`config.mk`:
```
export PLATFORM = sky130hd
export DESIGN_NAME = load_streamer
export DESIGN_NICKNAME = d
export VERILOG_FILES = /design/src/rrx_dse_pkg.sv /design/src/load_streamer.sv
export SDC_FILE = /design/constraint.sdc
export NUM_CORES = 1
export LEC_CHECK = 0
export BUFFER_PORTS_ARGS = -buffer_cell sky130_fd_sc_hd__buf_4
export CORE_AREA = 2 2 119 121
export DETAILED_ROUTE_END_ITERATION = 7
export DIE_AREA = 0 0 121 123
export PLACE_DENSITY_LB_ADDON = 0.05
export SLEW_MARGIN = 20
export SYNTH_ARGS = -nofsm -noshare
export SYNTH_HDL_FRONTEND = slang
export SYNTH_SLANG_ARGS = --single-unit
```
`constraint.sdc`:
```
create_clock -name aclk -period 3.3 [get_ports aclk]
set_input_delay 0.33 -clock aclk [delete_from_list [all_inputs] [get_ports aclk]]
set_output_delay 0.33 -clock aclk [all_outputs]
set_load 0.03 [all_outputs]
```
`src/rrx_dse_pkg.sv`:
```
// ---------------------------------------------------------------------
// Shared widths, command-word layout and enums of the stream engine.
// Header word is opcode[31:28], count[27:16], address[15:0]; only the
// low MEM_ADDR_WIDTH address bits reach the internal memory.
// ---------------------------------------------------------------------
package rrx_dse_pkg;

    localparam int CMD_WIDTH      = 32;
    localparam int OP_WIDTH       = 4;
    localparam int COUNT_WIDTH    = 12;
    localparam int MEM_ADDR_WIDTH = 10;
    localparam int MEM_DEPTH      = 1024;

    // Field positions inside a header word
    localparam int OP_LSB    = CMD_WIDTH - OP_WIDTH;
    localparam int COUNT_LSB = OP_LSB - COUNT_WIDTH;

    typedef logic [CMD_WIDTH-1:0]      cmd_word_t;
    typedef logic [COUNT_WIDTH-1:0]    word_count_t;
    typedef logic [MEM_ADDR_WIDTH-1:0] mem_addr_t;

    typedef enum logic [OP_WIDTH-1:0] {
        OP_NOP    = 4'd0,
        OP_STREAM = 4'd1,
        OP_STORE  = 4'd2,
        OP_LOAD   = 4'd3
    } dse_op_t;

    typedef enum logic [1:0] {
        ST_HEADER,
        ST_PAYLOAD,
        ST_LOAD_WAIT
    } decoder_state_t;

    // Codes without a defined meaning are treated as NOP
    function automatic dse_op_t decode_op(input logic [OP_WIDTH-1:0] code);
        case (code)
            OP_STREAM: decode_op = OP_STREAM;
            OP_STORE:  decode_op = OP_STORE;
            OP_LOAD:   decode_op = OP_LOAD;
            default:   decode_op = OP_NOP;
        endcase
    endfunction

endpackage

```
`src/load_streamer.sv`:
```
// ---------------------------------------------------------------------
// Reads a burst from the word memory and plays it out as a stream.
// A two-entry buffer absorbs the one-cycle read latency so the
// output can run one word per cycle under back-pressure.
// ---------------------------------------------------------------------
module load_streamer
    import rrx_dse_pkg::*;
(
    input  logic        aclk,
    input  logic        reset,
    input  logic        load_start,
    input  mem_addr_t   load_addr,
    input  word_count_t load_count,
    output logic        rd_en,
    output mem_addr_t   rd_addr,
    input  cmd_word_t   rd_data,
    output logic        load_done,
    output logic        m_framebuffer_axis_tvalid,
    output logic        m_framebuffer_axis_tlast,
    output cmd_word_t   m_framebuffer_axis_tdata,
    input  logic        m_framebuffer_axis_tready
);

    word_count_t rd_remaining;
    logic        rd_pending;
    logic        rd_pending_last;
    cmd_word_t   buf_data [2];
    logic        buf_last [2];
    logic        wr_ptr;
    logic        rd_ptr;
    logic [1:0]  buf_count;
    logic        push;
    logic        pop;
    logic [1:0]  count_after;

    assign push = rd_pending;
    assign pop  = m_framebuffer_axis_tvalid && m_framebuffer_axis_tready;

    // Entries held after this edge; a new read needs one free slot then
    assign count_after = buf_count + 2'(push) - 2'(pop);
    assign rd_en       = (rd_remaining != '0) && (count_after <= 2'd1);

    assign m_framebuffer_axis_tvalid = (buf_count != 2'd0);
    assign m_framebuffer_axis_tdata  = buf_data[rd_ptr];
    assign m_framebuffer_axis_tlast  = buf_last[rd_ptr];

    always_ff @(posedge aclk)
    begin
        if (reset)
        begin
            rd_remaining    <= '0;
            rd_addr         <= '0;
            rd_pending      <= 1'b0;
            rd_pending_last <= 1'b0;
            wr_ptr          <= 1'b0;
            rd_ptr          <= 1'b0;
            buf_count       <= 2'd0;
            load_done       <= 1'b0;
        end
        else
        begin
            if (load_start)
            begin
                rd_remaining <= load_count;
                rd_addr      <= load_addr;
            end
            else if (rd_en)
            begin
                rd_remaining <= rd_remaining - word_count_t'(1);
                rd_addr      <= rd_addr + mem_addr_t'(1);
            end
            rd_pending      <= rd_en;
            rd_pending_last <= rd_en && (rd_remaining == word_count_t'(1));
            if (push)
                wr_ptr <= !wr_ptr;
            if (pop)
                rd_ptr <= !rd_ptr;
            buf_count <= count_after;
            load_done <= pop && m_framebuffer_axis_tlast;
        end
    end

    always_ff @(posedge aclk)
    begin
        if (push)
        begin
            buf_data[wr_ptr] <= rd_data;
            buf_last[wr_ptr] <= rd_pending_last;
        end
    end

    // The word returned by a read must find a free slot
    assert property (@(posedge aclk) disable iff (reset)
        rd_en |=> (buf_count != 2'd2) || pop);

endmodule

```
==> results.md <==
- Status: complete, no violations
- Via/cell ratio: 4.56
- Pin count of the biggest net entering global routing: 34
- H-tree levels: 3
- Number of global-route vias before repair: 2658
- Max_cap viols: 0
- Cts bufs inserted: 9
- Crit path arrival time: 3.17 ns
- Worst rel slew slack: 42.4%
- Worst Path Required: 3.55 ns
- Final hold vios: 0
- CP Launch Type: flop
- Synth Cell Area: approximately 4000 um2
- First-pass GRT wire length: 13500 um
- Pre-CTS setup slack: 0.392 ns
- Final Wtd Congestion: 0.728
- Metal3 WL: 359 um
- Top-count cell post-synth: edfxtp_1
- Setup TNS: 0 ns
- CP max stage cell: or4_1
- Cell family with most CP delay: simple AND/OR/NAND/NOR gates
- Die X: 121 um
- GR Util All Layers: 12.1%
- Yosys top cell by area: edfxtp_1
- Critical Path, Cell by Cell: or2_2 > nand2_1 > inv_1 > ha_1 > inv_1 > ha_1 > xnor3_1 > o2111ai_1 > buf_4 > or4_1 > a311oi_1
- Highest metal used: met4
- Clock buffer depth: 2
- Cell total after placement: 561
- Ys async rst share: 0%
- Max VDD drop: approximately 0.29 mV
- Measured slew at the worst slew-check pin: about 0.86 ns
- Share of layout cells above drive strength 1: 42.0%
- Met1 wire length: 3970 um
- Iter 0 DRT Violations: around 110
- PwrDens: 868 nW/um2
- Drt wl/cell: 15.1 um
- Setup Crit Path Kind: flop to flop
- WP buf/inv: 3
- Post-CTS sizing: 0
- Port bufs: 103
- Most frequent cells after synthesis: edfxtp_1, mux2_2, dfxtp_1
- Worst path max stage delay: 0.50 ns
- Clock Tree Root: clkbuf_16
- Total number of vias: 2636
- # rows: 43
- Critical Path Fanout Max: 8
- Main synth FF type: edfxtp_1
- Final Core Density: 39.0%
- Nets: 457
- ANT nets after route: 0
- Share of the synthesized area in the top cell type: about half
- CTS tree: yes
- Crit Reg-Reg Startpoint: buf_count[1]
- Clock Latency Late Sink: 0.34 ns
- Hpwl dp: around 5700 um
- Synthesized flop and latch total: 96
- Die height: 123 um
- Starting Density: 29.5%
- Area delta synth->final: 32.2%
- Pleak: 2.01 nW
- Final setup margin: 0.379 ns
- Global route overflow: 0
- Filler cells: 1388
- Initial antenna violation count: 0
- First drt pass iteration count: 4
- Drt total wl: slightly below 9000 um
- Core Box Area: around 14000 um2
- CP Capture Type: flop
- Worst hold path class: primary input to flop
- Total die area: 14900 um2
- CTS clk-pin slew, worst paths: approximately 0.06 ns
- RSZ-0062 raised after global routing: false
- Hold Path Depth: 1
- Non-Filler Instances: between 500 and 600
- Max-slew violations: 0
- Synth area leaders: edfxtp_1, dfxtp_1, mux2_2
- Worst reg2reg path depth: 11
- Drt drc: 0
- Post-synth EDFFs: 66
- Crit. path cell count: 11
- Routed wl met2: 4210 um
- Crit path from: buf_count[1]
- Final Skew: 0.00393 ns
- Seq/Total Area, Yosys: 64.3%
- Syn Nets: 354
- Post-CTS setup buffer count: 0
- Max Clk Rate: ~340 MHz
- Worst Hold Launch: rd_data[25]
- Ant diodes: 0
- Tcrit/Tclk final: approximately 90%
- I/O pin cnt: 104
- Post-CTS Hold Buffers: 0
- Synth Instances: 290
- Setup-failing EPs final: 0
- Distinct cells, synth: 50
- Synth warn: 0
- Mean Syn Cell Area: 13.8 um2
- Hold WS: roughly 0.17 ns
- Clock sink count: 96
- Min Tclk post-route: 2.92 ns
layer usage:
layer  track usage (%)  up-vias
met3              2.35       10
met5                 0        -
met2              20.1       67
met4              6.10        0
met1              14.9     1252
li1                  -     1307
registers in the layout, indices dropped and copies added (netlist names), 2 cells and up, named ones only:
signal,count
buf_count,2
buf_data,64
buf_last,2
rd_addr,10
rd_remaining,12
final timing paths:
check	end	slack, ns
worst max-delay path	rd_remaining[11]	0.38
worst min-delay path	buf_data[1][25]	0.17
worst max register to register	rd_remaining[11]	0.38
worst min register to register	buf_last[0]	0.43
cell usage in the layout, fill, tap and decap left out, drive strengths merged, types with 2 or more instances in the layout:
master / instances
edfxtp: 66
nand2b: 2
nor4: 6
ha: 6
o21ai: 9
nand2: 11
bufinv: 2
o31ai: 3
clkbuf: 12
or2: 3
a21oi: 3
nand3: 3
o41ai: 2
inv: 15
or4: 4
dfxtp: 30
or3: 9
a311oi: 12
a31oi: 2
xnor2: 2
clkinv: 3
a2111oi: 2
mux2: 33
nor2: 24
a221oi: 2
nand4: 2
o31a: 6
buf: 107
or4b: 2
and2: 2
cell type report:
cell class,instances,area [um2],area share (%)
Timing Repair Buffer,107,823,15.5
Inverter,16,60.1,1.13
Tap cell,180,225,4.25
Multi-Input combinational cell,163,1310,24.6
Clock buffer,12,236,4.46
Clock inverter,4,68.8,1.30
Sequential cell,96,2580,48.7
power breakdown:
group | switching, mW | internal, mW | total, mW
clock network | 0.422 | 0.661 | 1.08
logic | 1.04 | 0.714 | 1.76
registers | 0.147 | 1.62 | 1.76
logic make-up (layout without fill, tap and decap cells):
| kind of cell | after synthesis | after routing | synth area share [%] |
|---|---|---|---|
| AND/OR/NAND/NOR | 73 | 73 | 9.73 |
| adder cells (fa/ha/maj) | 6 | 6 | 1.87 |
| buffers and inverters | 31 | 139 | 3.30 |
| multiplexers | 34 | 34 | 9.51 |
| flip-flops | 96 | 96 | 64.3 |
| XOR/XNOR | 4 | 4 | 1.22 |
| AO/OA/AOI/OAI | 46 | 46 | 10.0 |
metrics by stage:
step / area [um2] / total power, mW
5_1_grt: 5310 / 4.88
3_5_place_dp: 4970 / 3.55
2_1_floorplan: 4010 / 2.97
4_1_cts: 5280 / 4.66
3_3_place_gp: 4970 / 3.54
6_report: 5310 / 4.60
Power figures use the tool's default switching activity.
