File: src/rrx_dse_pkg.sv
// ---------------------------------------------------------------------
// Shared widths, command-word layout and enums of the stream engine.
// Header word is opcode[31:28], count[27:16], address[15:0]; only the
// low MEM_ADDR_WIDTH address bits reach the internal memory.
// ---------------------------------------------------------------------
package rrx_dse_pkg;

    localparam int CMD_WIDTH      = 32;
    localparam int OP_WIDTH       = 4;
    localparam int COUNT_WIDTH    = 12;
    localparam int MEM_ADDR_WIDTH = 10;
    localparam int MEM_DEPTH      = 1024;

    // Field positions inside a header word
    localparam int OP_LSB    = CMD_WIDTH - OP_WIDTH;
    localparam int COUNT_LSB = OP_LSB - COUNT_WIDTH;

    typedef logic [CMD_WIDTH-1:0]      cmd_word_t;
    typedef logic [COUNT_WIDTH-1:0]    word_count_t;
    typedef logic [MEM_ADDR_WIDTH-1:0] mem_addr_t;

    typedef enum logic [OP_WIDTH-1:0] {
        OP_NOP    = 4'd0,
        OP_STREAM = 4'd1,
        OP_STORE  = 4'd2,
        OP_LOAD   = 4'd3
    } dse_op_t;

    typedef enum logic [1:0] {
        ST_HEADER,
        ST_PAYLOAD,
        ST_LOAD_WAIT
    } decoder_state_t;

    // Codes without a defined meaning are treated as NOP
    function automatic dse_op_t decode_op(input logic [OP_WIDTH-1:0] code);
        case (code)
            OP_STREAM: decode_op = OP_STREAM;
            OP_STORE:  decode_op = OP_STORE;
            OP_LOAD:   decode_op = OP_LOAD;
            default:   decode_op = OP_NOP;
        endcase
    endfunction

endpackage

File: src/cmd_header_decoder.sv
// ---------------------------------------------------------------------
// Splits the command stream into headers and payload words.
// Framing comes only from the header count; tlast is not looked at.
// The input is blocked while a load burst runs.
// ---------------------------------------------------------------------
module cmd_header_decoder
    import rrx_dse_pkg::*;
(
    input  logic        aclk,
    input  logic        reset,
    input  logic        s_cmd_axis_tvalid,
    input  cmd_word_t   s_cmd_axis_tdata,
    output logic        s_cmd_axis_tready,
    output logic        pay_valid,
    output logic        pay_last,
    output cmd_word_t   pay_data,
    output dse_op_t     pay_op,
    input  logic        pay_ready,
    output logic        store_start,
    output mem_addr_t   store_base,
    output logic        load_start,
    output mem_addr_t   load_addr,
    output word_count_t load_count,
    input  logic        load_done
);

    decoder_state_t state;
    dse_op_t        hdr_op;
    word_count_t    hdr_count;
    mem_addr_t      hdr_addr;
    dse_op_t        cur_op;
    word_count_t    remaining;
    logic           hdr_fire;
    logic           pay_fire;

    assign hdr_op    = decode_op(s_cmd_axis_tdata[OP_LSB +: OP_WIDTH]);
    assign hdr_count = s_cmd_axis_tdata[COUNT_LSB +: COUNT_WIDTH];
    assign hdr_addr  = s_cmd_axis_tdata[MEM_ADDR_WIDTH-1:0];

    always_comb
    begin
        case (state)
            ST_HEADER:  s_cmd_axis_tready = 1'b1;
            ST_PAYLOAD: s_cmd_axis_tready = pay_ready;
            default:    s_cmd_axis_tready = 1'b0;
        endcase
    end

    assign hdr_fire  = (state == ST_HEADER) && s_cmd_axis_tvalid;
    assign pay_valid = (state == ST_PAYLOAD) && s_cmd_axis_tvalid;
    assign pay_fire  = pay_valid && pay_ready;
    assign pay_data  = s_cmd_axis_tdata;
    assign pay_op    = cur_op;
    assign pay_last  = (remaining == word_count_t'(1));

    // The router latches the write address together with the header
    assign store_start = hdr_fire && (hdr_op == OP_STORE) && (hdr_count != '0);
    assign store_base  = hdr_addr;

    always_ff @(posedge aclk)
    begin
        if (reset)
        begin
            state      <= ST_HEADER;
            cur_op     <= OP_NOP;
            remaining  <= '0;
            load_start <= 1'b0;
        end
        else
        begin
            load_start <= 1'b0;
            case (state)
                ST_HEADER:
                begin
                    if (hdr_fire && (hdr_count != '0))
                    begin
                        cur_op    <= hdr_op;
                        remaining <= hdr_count;
                        if (hdr_op == OP_LOAD)
                        begin
                            state      <= ST_LOAD_WAIT;
                            load_start <= 1'b1;
                        end
                        else
                        begin
                            state <= ST_PAYLOAD;
                        end
                    end
                end
                ST_PAYLOAD:
                begin
                    if (pay_fire)
                    begin
                        remaining <= remaining - word_count_t'(1);
                        if (pay_last)
                            state <= ST_HEADER;
                    end
                end
                ST_LOAD_WAIT:
                begin
                    if (load_done)
                        state <= ST_HEADER;
                end
                default:
                    state <= ST_HEADER;
            endcase
        end
    end

    // Burst parameters are only sampled by the streamer on load_start
    always_ff @(posedge aclk)
    begin
        if (hdr_fire)
        begin
            load_addr  <= hdr_addr;
            load_count <= hdr_count;
        end
    end

    // A load pulse belongs to the first cycle of the load wait
    assert property (@(posedge aclk) disable iff (reset)
        load_start |-> (state == ST_LOAD_WAIT) && ($past(state) == ST_HEADER));

endmodule

File: config.mk
export PLATFORM = sky130hd
export DESIGN_NAME = cmd_header_decoder
export DESIGN_NICKNAME = d
export VERILOG_FILES = /design/src/rrx_dse_pkg.sv /design/src/cmd_header_decoder.sv
export SDC_FILE = /design/constraint.sdc
export NUM_CORES = 1
export LEC_CHECK = 0
export BUFFER_PORTS_ARGS = -buffer_cell sky130_fd_sc_hd__buf_4
export CORE_AREA = 2 2 99 53
export CTS_CLUSTER_SIZE = 30
export DETAILED_ROUTE_END_ITERATION = 8
export DIE_AREA = 0 0 101 55
export PLACE_DENSITY_LB_ADDON = 0.05
export SLEW_MARGIN = 20
export SYNTH_ARGS = -nofsm -noshare
export SYNTH_HDL_FRONTEND = slang
export SYNTH_SLANG_ARGS = --single-unit
File: constraint.sdc
create_clock -name aclk -period 4.49 [get_ports aclk]
set_input_delay 0.2245 -clock aclk [delete_from_list [all_inputs] [get_ports aclk]]
set_output_delay 0.2245 -clock aclk [all_outputs]
set_load 0.02 [all_outputs]
==> impl_summary.txt <==
----------------------------------------------------
[Worst hold path]
  Hold Crit Class ... input pin to flip-flop

[Logic synthesis]
  Share of the yosys chip area belonging to registers ... 48.84%
  Number of synthesized register bits ... 39
  Largest area contributor in the netlist ... sky130_fd_sc_hd__edfxtp_1
  Post-Synthesis Cells ... 205
  Count of distinct cell types in the synthesized netlist ... 42
  Most numerous cell types in the synthesized netlist ... sky130_fd_sc_hd__buf_4, sky130_fd_sc_hd__nand2_1, sky130_fd_sc_hd__edfxtp_1
  Area share of the largest cell type after synthesis ... 32.23%
  Library cell with the highest instance count after synthesis ... sky130_fd_sc_hd__buf_4
  Count of yosys warnings during synthesis ... 0
  Post-Syn Area per Cell ... 9.997 sq um
  Post-synth top flop ... sky130_fd_sc_hd__edfxtp_1
  Leading post-synthesis cells by cell area ... sky130_fd_sc_hd__edfxtp_1, sky130_fd_sc_hd__dfxtp_1, sky130_fd_sc_hd__buf_4, sky130_fd_sc_hd__nand2_1, sky130_fd_sc_hd__a21oi_1
  Share of flip-flops with an asynchronous set or reset after synthesis ... 0%
  Post-synthesis cell area ... 2049 sq um
  Number of enable flip-flop cells after synthesis ... 22

[Final layout]
  Area occupied by multi-input gates ... 664.4 sq um
  Utilization of the core after routing ... 54.76%
  Area used by sequential logic in the layout ... 1001 sq um
  Number of fill cells ... 429
  Layout net count ... 297
  Diode insertion count for antenna repair ... 0
  Layout cell share with drive strength beyond 1 ... 43.24%
  Area growth, synth to finish ... 26.37%

[Placed design]
  Port Buf Inserts ... 95
  Detailed placer's ending HPWL ... 3.337 mm
  Final GP Congestion ... 0.8184
  Worst slack, placed ... 2373 ps

[GRT]
  First-pass GRT wire length ... 6.817 mm
  Maximum number of pins on one net before global-route repair ... 24
  Via count of the first global-routing pass ... 1327
  Grt total ovfl ... 0
  Antenna violations before repair ... 0
  Overall routing resource usage ... 16.77%

[Timing]
  Final max-slew violation count ... 0
  Setup violations, final ... 0
  Max-slew headroom at the worst pin ... 34.91%
  Count of endpoints failing hold in the final timing report ... 0
  Period utilisation layout ... 48.35%
  Min Tclk post-route ... 2171 ps
  Final hold slack ... 119.9 ps
  Worst Max-Slew Pin Slew ... 974.3 ps
  Worst Skew ... 5.757 ps
  Peak clock frequency supported by timing ... 460.6 MHz
  Setup_tns ... 0 ps
  Unrepaired setup endpoints after global routing ... false
  Worst-case setup margin in the final layout ... 2319 ps

[Detailed routing]
  Total detailed-routing wirelength ... 4.586 mm
  Post-route ant nets ... 0
  Residual DRC ... 0
  Drt first pass iters ... 4
  Iter 0 DRT Violations ... 66
  Routed via count divided by cell count ... 4.972
  Routed length per instance ... 14.38 um
  Detailed-route via count ... 1586

[Clock network]
  Number of CTS-inserted buffers ... 5
  Maximum buffer depth of the clock tree ... 2
  Clock latency at the later pin of the worst-skew pair ... 290 ps
  Hold-fix buffers at CTS ... 0
  Post-CTS resize count ... 0
  CTS sink cnt ... 39
  Post-CTS Repair Setup Buffers ... 0
  TritonCTS clock tree ... built
  Clock-pin transition on the worst setup and hold timing paths ... 80 ps
  # H-tree levels ... 2
  Buffer type at the clock tree root ... sky130_fd_sc_hd__clkbuf_8

[Power and ir drop]
  Proportion of power drawn by the clock network ... 31.6%
  Logic gate share of total power ... 24.4%
  Leakage power figure ... 1.104 nW
  Internal ... 0.0006820 W
  Net switching power figure ... 0.0002779 W
  Total power per unit cell area ... 370.6 nW/um^2
  Sequential cell fraction of total power ... 44.0%
  Maximum VDD drop ... 143.3 uV
  Net Sw Frac ... 28.95%

[Setup path]
  Setup crit end kind ... output pin
  Largest stage delay, worst path ... 820 ps
  Worst reg-to-reg setup slack ... 2380 ps
  Required time of the critical path ... 4270 ps
  Startpoint Class ... flip-flop
  Type of the worst setup path ... flip-flop to output pin
  Slowest stage cell on the critical path ... sky130_fd_sc_hd__nor2b_1
  Sequence of cells on the critical path ... nor2b_1 -> and2_1 -> buf_4
  CP top delay family ... simple AND/OR/NAND/NOR gates
  Data arrival, critical path ... 1950 ps
  Maximum fanout encountered on the critical timing path ... 15
  Crit path buf inv count ... 1

[Run status]
  Status ... completed

[Floorplan]
  Chip Height ... 55 um
  Number of rows in the core area ... 18
  Top-Level Pins ... 110
  Placeable core area ... 4730 sq um
  Die Area ... 5555 sq um
  Effective utilization at floorplan ... 43.33%
  Width of the die ... 101 um

[Flow run]
  Max-cap check violation count ... 0

----------------------------------------------------
## per-stage QoR
step / power, W / area (sq um) / instances
finish: 0.0009599 / 2590 / 319
global route: 0.001010 / 2590 / 319
CTS: 0.0009675 / 2590 / 319
detailed placement: 0.0006641 / 2472 / 311
global placement: 0.0006647 / 2472 / 311
floorplan: 0.0006020 / 2053 / 206
## power by group through the flow
stage               Sequential (W)  Combinational, W  Clock, W
global placement          0.000429          0.000235         0
floorplan                 0.000445          0.000157         0
finish                    0.000422          0.000235  0.000303
CTS                       0.000422          0.000235  0.000310
detailed placement        0.000430          0.000234         0
global route              0.000425          0.000254  0.000331
## final timing paths
| path | from | to | cells after the start |
|---|---|---|---|
| setup / recovery | state[0] | pay_valid | 3 |
| hold / removal | s_cmd_axis_tdata[7] | load_addr[7] | 1 |
| setup reg to reg | state[0] | remaining[0] | 4 |
| hold reg to reg | pay_op[0] | pay_op[0] | 2 |
## final cells by class
type,instances,share of cell area [%]
Tap cell,60,2.899
Multi-Input combinational cell,113,25.65
Clock buffer,6,3.188
Sequential cell,39,38.65
Timing Repair Buffer,96,27.83
Inverter,3,0.4348
Clock inverter,2,1.353
## flip-flops by register name, indices dropped and copies added, names as in the netlist
signal and cells:
load_addr 10, load_count 12, load_start 1, pay_op 2, remaining 12, state 2
## cell families (layout without fill, tap and decap cells)
logic type	count (synthesis)	count (layout)	share of synthesized area [%]
and+or+nand+nor	62	62	14.59
buffers and inverters	54	107	19.17
AOI/OAI and AO/OA	45	45	15.14
DFF	39	39	48.84
adders and majority gates	2	2	1.221
xor gates and xnor gates	2	2	0.8549
other	1	2	0.1830
## cell usage in the layout, fill, tap and decap left out, types with 2 or more instances in the layout
cell,n
sky130_fd_sc_hd__nor2b_1,2
sky130_fd_sc_hd__inv_1,3
sky130_fd_sc_hd__a21oi_1,17
sky130_fd_sc_hd__or4_4,2
sky130_fd_sc_hd__nor3_1,4
sky130_fd_sc_hd__ha_1,2
sky130_fd_sc_hd__nor2_1,14
sky130_fd_sc_hd__nand3_1,3
sky130_fd_sc_hd__a211oi_1,3
sky130_fd_sc_hd__o31ai_1,3
sky130_fd_sc_hd__conb_1,2
sky130_fd_sc_hd__edfxtp_1,22
sky130_fd_sc_hd__or3_1,2
sky130_fd_sc_hd__a211o_1,2
sky130_fd_sc_hd__dfxtp_1,17
sky130_fd_sc_hd__o21ai_0,4
sky130_fd_sc_hd__nand2_1,24
sky130_fd_sc_hd__o21ai_1,6
sky130_fd_sc_hd__nand2b_1,4
sky130_fd_sc_hd__clkbuf_8,6
sky130_fd_sc_hd__buf_4,96
sky130_fd_sc_hd__o31a_1,2
## per-layer routing
metal | vias to the layer above | part of all wire [%] | global-route usage, %
li1 | 774 | - | -
met1 | 734 | 49 | 23.11
met2 | 76 | 42 | 24.89
met3 | 2 | 7.7 | 4.397
met4 | 0 | 0.92 | 8.108
met5 | - | 0 | 0
Note: power is estimated with default switching activity, not from simulation.
