===== src/rrx_dse_pkg.sv =====
// ---------------------------------------------------------------------
// Shared widths, command-word layout and enums of the stream engine.
// Header word is opcode[31:28], count[27:16], address[15:0]; only the
// low MEM_ADDR_WIDTH address bits reach the internal memory.
// ---------------------------------------------------------------------
package rrx_dse_pkg;

    localparam int CMD_WIDTH      = 32;
    localparam int OP_WIDTH       = 4;
    localparam int COUNT_WIDTH    = 12;
    localparam int MEM_ADDR_WIDTH = 10;
    localparam int MEM_DEPTH      = 1024;

    // Field positions inside a header word
    localparam int OP_LSB    = CMD_WIDTH - OP_WIDTH;
    localparam int COUNT_LSB = OP_LSB - COUNT_WIDTH;

    typedef logic [CMD_WIDTH-1:0]      cmd_word_t;
    typedef logic [COUNT_WIDTH-1:0]    word_count_t;
    typedef logic [MEM_ADDR_WIDTH-1:0] mem_addr_t;

    typedef enum logic [OP_WIDTH-1:0] {
        OP_NOP    = 4'd0,
        OP_STREAM = 4'd1,
        OP_STORE  = 4'd2,
        OP_LOAD   = 4'd3
    } dse_op_t;

    typedef enum logic [1:0] {
        ST_HEADER,
        ST_PAYLOAD,
        ST_LOAD_WAIT
    } decoder_state_t;

    // Codes without a defined meaning are treated as NOP
    function automatic dse_op_t decode_op(input logic [OP_WIDTH-1:0] code);
        case (code)
            OP_STREAM: decode_op = OP_STREAM;
            OP_STORE:  decode_op = OP_STORE;
            OP_LOAD:   decode_op = OP_LOAD;
            default:   decode_op = OP_NOP;
        endcase
    endfunction

endpackage


===== src/payload_router.sv =====
// ---------------------------------------------------------------------
// Sends stream payload to a one-word render output register and
// store payload to the memory write port. Stores never stall.
// ---------------------------------------------------------------------
module payload_router
    import rrx_dse_pkg::*;
(
    input  logic      aclk,
    input  logic      reset,
    input  logic      pay_valid,
    input  logic      pay_last,
    input  cmd_word_t pay_data,
    input  dse_op_t   pay_op,
    input  logic      store_start,
    input  mem_addr_t store_base,
    output logic      pay_ready,
    output logic      wr_en,
    output mem_addr_t wr_addr,
    output cmd_word_t wr_data,
    output logic      m_render_axis_tvalid,
    output logic      m_render_axis_tlast,
    output cmd_word_t m_render_axis_tdata,
    input  logic      m_render_axis_tready
);

    logic render_free;
    logic render_load;

    // The register may refill in the same cycle its word is taken
    assign render_free = !m_render_axis_tvalid || m_render_axis_tready;
    assign pay_ready   = (pay_op == OP_STREAM) ? render_free : 1'b1;
    assign render_load = pay_valid && (pay_op == OP_STREAM) && render_free;

    assign wr_en   = pay_valid && (pay_op == OP_STORE);
    assign wr_data = pay_data;

    always_ff @(posedge aclk)
    begin
        if (reset)
            m_render_axis_tvalid <= 1'b0;
        else if (render_load)
            m_render_axis_tvalid <= 1'b1;
        else if (m_render_axis_tready)
            m_render_axis_tvalid <= 1'b0;
    end

    always_ff @(posedge aclk)
    begin
        if (render_load)
        begin
            m_render_axis_tdata <= pay_data;
            m_render_axis_tlast <= pay_last;
        end
    end

    // Write address starts at the header base and steps per stored word
    always_ff @(posedge aclk)
    begin
        if (reset)
            wr_addr <= '0;
        else if (store_start)
            wr_addr <= store_base;
        else if (wr_en)
            wr_addr <= wr_addr + mem_addr_t'(1);
    end

    assert property (@(posedge aclk) disable iff (reset)
        m_render_axis_tvalid && !m_render_axis_tready
        |=> m_render_axis_tvalid && $stable(m_render_axis_tdata));

endmodule


===== config.mk =====
export PLATFORM = sky130hd
export DESIGN_NAME = payload_router
export DESIGN_NICKNAME = d
export VERILOG_FILES = /design/src/rrx_dse_pkg.sv /design/src/payload_router.sv
export SDC_FILE = /design/constraint.sdc
export NUM_CORES = 1
export LEC_CHECK = 0
export BUFFER_PORTS_ARGS = -buffer_cell sky130_fd_sc_hd__clkbuf_2
export CAP_MARGIN = 20
export CORE_ASPECT_RATIO = 0.7
export CORE_MARGIN = 5
export CORE_UTILIZATION = 40
export CTS_CLUSTER_SIZE = 40
export DETAILED_ROUTE_END_ITERATION = 7
export PLACE_DENSITY = 0.78
export SYNTH_ARGS = -nofsm -noshare
export SYNTH_HDL_FRONTEND = slang
export SYNTH_SLANG_ARGS = --single-unit

===== constraint.sdc =====
create_clock -name aclk -period 6.6 [get_ports aclk]
set_input_delay 0.66 -clock aclk [delete_from_list [all_inputs] [get_ports aclk]]
set_output_delay 0.66 -clock aclk [all_outputs]
set_load 0.01 [all_outputs]

==> results of run 1 <==
[synth_stat cells (all sizes together)]
library cell | n | share of area [%]
buf | 33 | 13
edfxtp | 33 | 54
dfxtp | 11 | 12
nor2 | 11 | 2.2
a211oi | 8 | 3.2
xnor2 | 8 | 3.8
nand2 | 4 | 0.81
nor3 | 4 | 1.1
clkbuf | 3 | 0.61
nand4 | 3 | 1.0
nor4 | 3 | 1.0
a21oi | 2 | 0.54
inv | 2 | 0.41
nand2b | 2 | 0.68
or3b | 2 | 0.95
a311oi | 1 | 0.47
ha | 1 | 0.68
mux2i | 1 | 0.54
nand3b | 1 | 0.41
nand4b | 1 | 0.47
nand4bb | 1 | 0.61
nor2b | 1 | 0.34
nor4b | 1 | 0.47
o21ai | 1 | 0.27
o21bai | 1 | 0.41
or3 | 1 | 0.34
[per-layer routing]
layer	global-route usage (%)	share of wire [%]	wire [um]
met1	17.0	41	1780
met2	23.6	52	2240
met3	4.18	6.5	283
met4	5.31	1.1	48
met5	0	0	0
[logic make-up after synthesis]
group	Yosys count	share of synthesized area (%)
xor+xnor	8	3.78
fa+ha+maj	1	0.676
buf+inv	38	14.3
mux	1	0.541
flops	44	65.4
simple gates	35	10.4
compound gates	13	4.93
[critical path, delay by kind of cell]
family,cells,cell delay [ns]
simple gates,3,1.75
buf+inv,1,0.10
[flip-flops by register name, indices dropped and copies added, names as in the netlist]
name,cells
m_render_axis_tdata,32
m_render_axis_tlast,1
m_render_axis_tvalid,1
wr_addr,10
[layout make-up]
class,count,area (sq um)
tap,55,68.8
multi-input combinational,58,384
fill,391,2000
inverter,2,7.51
sequential,44,1210
timing repair buffer,129,646
clock inverter,2,11.3
clock buffer,6,72.6
[path summary, 6_finish.rpt]
path / slack [ns] / cells past startpoint / end / from
min reg2reg: 0.50 / 2 / m_render_axis_tvalid$_SDFFE_PP0P_ / m_render_axis_tvalid$_SDFFE_PP0P_
max: 3.99 / 4 / m_render_axis_tdata[18]$_DFFE_PP_ / pay_op[3]
max reg2reg: 5.00 / 5 / wr_addr[8]$_SDFFE_PP0P_ / wr_addr[0]$_SDFFE_PP0P_
min: 0.50 / 2 / m_render_axis_tvalid$_SDFFE_PP0P_ / m_render_axis_tvalid$_SDFFE_PP0P_
[stage by stage]
step | hold slack [ns] | area (sq um)
3_3_place_gp | 0.484 | 2320
4_1_cts | 0.504 | 2400
3_5_place_dp | 0.490 | 2320
5_1_grt | 0.543 | 2400
2_1_floorplan | 0.501 | 1850
6_report | 0.500 | 2400
[power breakdown]
group / internal, mW / switching (mW) / total [mW]
Combinational: 0.0290 / 0.0325 / 0.0615
Clock: 0.0733 / 0.0829 / 0.156
Sequential: 0.305 / 0.00651 / 0.312
==> results.txt, run 1 <==
- Diodes inserted: 0
* Total leakage power: 1.05 nW
- On the worst path, the slowest cell contributes a delay of 0.72 ns.
- In the final routed layout, each cell accounts on average for 14.7 um.
- H-tree depth: 2
- The number of setup buffers added after CTS is 0.
- Post-synthesis instance area: 1850 sq um
- For this block, the routed nets add up to 4350 um of wire.
- During placement, the flow inserted port buffers numbering 129.
- Antenna-violating nets left: 0
- Series of cell instances along the critical path: clkbuf_2 -> or3b_1 -> or3b_2 -> nor2_4
* Die X: 91.3 um
* VDD IR-drop max: 0.144 mV
* Worst setup path category: input port to flop
- Root cell of the clock tree: clkbuf_8
* Final max-slew violation count: 0
- Measured on the finished design, the core utilization comes to 54.5%.
* Number of nets produced by synthesis: 193
- Max-cap violation count: 0
* Dpl hpwl: 3570 um
- The die covers 6110 sq um.
* Wire length of the first global-routing pass: 6630 um
- Initial Util: 42.0%
- Number of placement rows: 20
- Dividing total power by cell area gives a power density of 221 nW/um^2.
- The core region is 4400 sq um.
- The number of hold violations in the final report was 0.
* Setup repair after global routing missed its margin: false
* Data arrival time of the critical path: 2.52 ns
* CP max-delay cell: nor2_4
- For the finished layout, the period the worst path requires is 2.61 ns.
- After detailed placement, the design holds a cell count of 288.
* TritonCTS sink count: 44
- Top library cells by usage in the layout, fill and taps aside: clkbuf_2 (129), edfxtp_1 (33), dfxtp_1 (11)
- Counting every instance in the synthesized netlist gives 140.
- In the post-route analysis, the smallest setup slack over all paths is 3.99 ns.
* Count of unique library cells instantiated by Yosys: 28
- At the pin with the least slew margin, the transition time is 0.893 ns.
- Count of hold-fix buffers inserted at cts: 0
- Setup violations remaining at the end of the flow were counted as 0.
- The initial antenna violation count is 0.
- Worst-path clk slew: 0.08 ns
- Total global routing track utilization: 14.0%
- Number of warnings reported in the yosys synthesis log: 0
- The run finished with clean final reports.
- CP Launch Type: input port
- The number of global-route vias before repair is 1279.
- The floorplan step set the die height to 66.9 um.
* Peak Freq: 383 MHz
- Compared with the post-synthesis result, the final layout area differs by 29.7%.
- Post-route setup TNS: 0 ns
- Minimum setup slack after placement: 3.69 ns
- The tightest min-delay check is of the flop to flop type.
- Once the clock tree was built, the resizer swapped 0 gates to a different size.
- Of all nets on the critical path, the largest fanout is 33.
* Final cell count without fillers: 296
* Clock latency reported for the late side of the worst-skew pair: 0.28 ns
* Boundary pin count: 130
- Seq cells post-synth: 44
* TritonCTS Buffers: 5
* Crit path capture type: flop
* DRC violations left: 0
- Via density per instance: 4.54
- For the final database, setup skew stands at 0.00564 ns.
* Share of synthesized area occupied by flip-flops and latches: 65.4%
* Critical Path RT: 6.51 ns
* Proportion of layout cells with a drive suffix above 1: 56.8%
* Deepest clock path buffer count: 2
- TritonCTS built the clock tree.
- Mean cell area of the mapped netlist: 13.2 sq um
* Maximum number of pins on one net before global-route repair: 34
- Final worst-path cycle share: 39.5%
* Initial DRC count: 109
- Most common cell after layout, fill and taps aside: clkbuf_2
- Final Wtd Congestion: 0.877
- The first TritonRoute pass finished after 4 iterations.
- Leftover overflow at the end of global routing: 0
- Max-slew headroom: 40.3%
* Overall Power: 530 uW
* Overall via count from detail_route: 1345
- Total number of nets in the final design: 293
No activity file was read; power rests on OpenSTA's default activity.
==> inputs of run 2 (changes only) <==
- CORE_UTILIZATION: 40 -> 37
- PLACE_DENSITY: 0.78 -> 0.76
- clock period: 6.6 -> 2.25 ns (I/O delays scaled with it)
==> run 2 against run 1 <==
Net effect:
- critical endpoint is now m_render_axis_tdata[19]$_DFFE_PP_
- power rose to 3.1 times the previous value
- worst hold slack got worse by 0.37 ns
- core utilization fell by 3.2 points
- sequential power rose to 2.9 times the previous value
- final cell count rose by 5.4%
- critical path type unchanged
- combinational power rose to 2.9 times the previous value
- global-route usage fell by 1.3 points
- worst setup slack got worse by 3.3 ns
- largest cell class unchanged
- final area rose by 2.9%
==> results.txt, run 2 (synthesis gave the netlist of run 1 again) <==
- Outcome: complete, no violations
- Class of the tightest hold or removal check: input port to flop
- The register with the most flip-flops in the final layout is m_render_axis_tdata.
- The cell depth of the worst flop-to-flop path came to 5 (unchanged).
* Length of the first detailed-routing pass in iterations: 4 (unchanged)
* Maximum number of pins on one net before global-route repair: 34 (unchanged)
* Min cycle time layout: 1.60 ns
- Critical Path RT: 2.24 ns (-4.27 ns)
* Initial DRC count: 59 (-46%)
- Die X: 94.6 um (+3.5%)
- Timing would allow up to 624 MHz.
- Leftover overflow at the end of global routing: 0 (unchanged)
- Final Wtd Congestion: 0.794 (-9.5%)
- The worst hold slack is 0.128 ns (-0.371 ns).
* Max-cap violation count: 0 (unchanged)
- Setup repair after global routing left no endpoint under its margin.
- From synthesis to final layout, the design area changed by 33.4%.
* Final hold violations: 0 (unchanged)
* H-tree depth: 2 (unchanged)
* Antenna violations before repair: 0 (unchanged)
- Worst-path clk slew: 0.08 ns (about the same)
* Flip-flop count of the largest register, all copies and words added: 32 (unchanged)
- The accumulated negative setup slack was 0 ns (unchanged).
- The height of the die is 69.2 um (+3.4%).
* Boundary pin count: 130 (unchanged)
- CP Launch Type: input port
- The post-detailed-route via-to-cell ratio was 4.47 (-1.7%).
* DP Area: 2360 sq um (+1.9%)
- Power density over the cells: 675 nW/um^2 (+210%)
- The count of pins over their slew limit is 0 (unchanged).
- CTS tree: yes
- Data arrival time of the critical path: 1.59 ns (-0.93 ns)
- The final count of negative-setup-slack endpoints is 0 (unchanged).
- Launch point of the critical path: pay_op[3]
* Reg2reg end: wr_addr[6]$_SDFFE_PP0P_
- Max-slew headroom: 61.8% (+21 points)
- The pin slew with the least headroom to its limit was 0.573 ns (-0.320 ns).
* TritonCTS Buffers: 5 (unchanged)
- The total number of clock tree sinks is 44 (unchanged).
* Top library cells by usage in the layout, fill and taps aside: clkbuf_2 (129), edfxtp_1 (33), dfxtp_1 (11)
* Diodes inserted: 0 (unchanged)
- Final worst-path cycle share: 71.2%
- Clock latency reported for the late side of the worst-skew pair: 0.28 ns (about the same)
- The internal reg-to-reg setup slack was 0.71 ns (-4.29 ns).
* Dpl hpwl: 3420 um (-4.3%)
- The post-CTS setup buffer count was 0 (unchanged).
* Total non-filler cell area in the finished layout: 2470 sq um (+2.9%)
- The first-pass GRT wire length is 6580 um (-0.72%).
- Die footprint: 6540 sq um (+7.0%)
* Overall via count from detail_route: 1394 (+3.6%)
* Port buffer count: 129 (unchanged)
- Deepest clock path buffer count: 2 (unchanged)
- The number of nets in the final layout was 295 (+0.68%).
- The number of global-route vias before repair is 1463 (+14%).
- The number of instances on the worst hold path is 1 (-1).
- Total global routing track utilization: 12.7% (-1.3 points)
- End point of the most critical hold path: m_render_axis_tdata[8]$_DFFE_PP_
- Fin Clk Skew: 0.00258 ns (-0.00306 ns)
- Total leakage power: 1.08 nW (+2.8%)
- The startpoint identified for the worst hold timing path is pay_data[8].
* Worst setup path category: input port to flop
* Proportion of layout cells with a drive suffix above 1: 57.6% (+0.77 points)
- Antenna-violating nets left: 0 (unchanged)
- Total length of routed wires: 4160 um (-4.4%)
- The overall power came to 1.67 mW (+210%).
- Initial Util: 38.5% (-3.5 points)
- Largest registers ranked by flip-flop count: m_render_axis_tdata x32, wr_addr x10
- Most common cell after layout, fill and taps aside: clkbuf_2
- The average wire per cell in the routed design came to 13.3 um (-9.3%).
* VDD IR-drop max: 0.387 mV (+170%)
* DRC violations left: 0 (unchanged)
* Placeable core area: 4810 sq um (+9.2%)
- Reg-to-reg critical path startpoint: wr_addr[0]$_SDFFE_PP0P_
- Root cell of the clock tree: clkbuf_8
* Number of placement rows: 21 (+5.0%)
* Post_cts resized: 0 (unchanged)
- The total of hold buffers inserted after clock tree synthesis is 0 (unchanged).
- The worst setup path is captured at a flop.
- The largest fanout on the critical path is 33 (unchanged).
run 2: changes by cell type in the layout (fill, tap and decap cells not counted), sizes merged:
cell,previous run,this run
clkinvlp,1,0
buf,0,2
bufinv,0,1
run 2: area by class of cell:
class | instances | area, sq um
repair buffers | 131 | 673
inverters | 2 | 7.51
well taps | 69 | 86.3
fillers | 425 | 2340
clock inverters | 2 | 35.0
flip-flops and latches | 44 | 1210
clock buffers | 6 | 72.6
multi-input cells | 58 | 384
run 2: metrics by stage:
step	util [%]	setup slack (ns)	std cells
CTS	51.4	0.656	312
finish	51.4	0.649	312
detailed placement	49.1	0.340	304
global route	51.4	0.562	312
floorplan	-	0.0752	140
global placement	49.1	0.355	304
run 2: where the power goes:
group / switching [mW] / leakage [nW] / internal [mW]
registers: 0.0200 / 0.389 / 0.896
logic: 0.0941 / 0.632 / 0.0871
clock network: 0.241 / 0.0552 / 0.329
total: 0.355 / 1.08 / 1.31
run 2: critical path, cell delays in order:
cell and delay, ns:
clkbuf_2 0.09, or3b_1 0.38, or3b_2 0.52, nor2_4 0.14, buf_12 0.20
run 2: layer usage:
metal	up-vias	routed length, um	GRT usage [%]	share of wire, %
met4	0	29	4.00	0.70
met1	633	1660	15.0	40
met5	-	0	0	0
li1	681	-	-	-
met3	2	421	3.90	10
met2	78	2050	21.9	49
run 2: worst max-delay path by stage:
stage                     cells after the start  slack [ns]                                 to
after floorplan                               4        0.08   m_render_axis_tdata[0]$_DFFE_PP_
after global placement                        5        0.36  m_render_axis_tdata[31]$_DFFE_PP_
after detailed placement                      5        0.34  m_render_axis_tdata[31]$_DFFE_PP_
after CTS                                     5        0.66  m_render_axis_tdata[19]$_DFFE_PP_
after global routing                          5        0.56            wr_addr[6]$_SDFFE_PP0P_
final                                         5        0.65  m_render_axis_tdata[19]$_DFFE_PP_
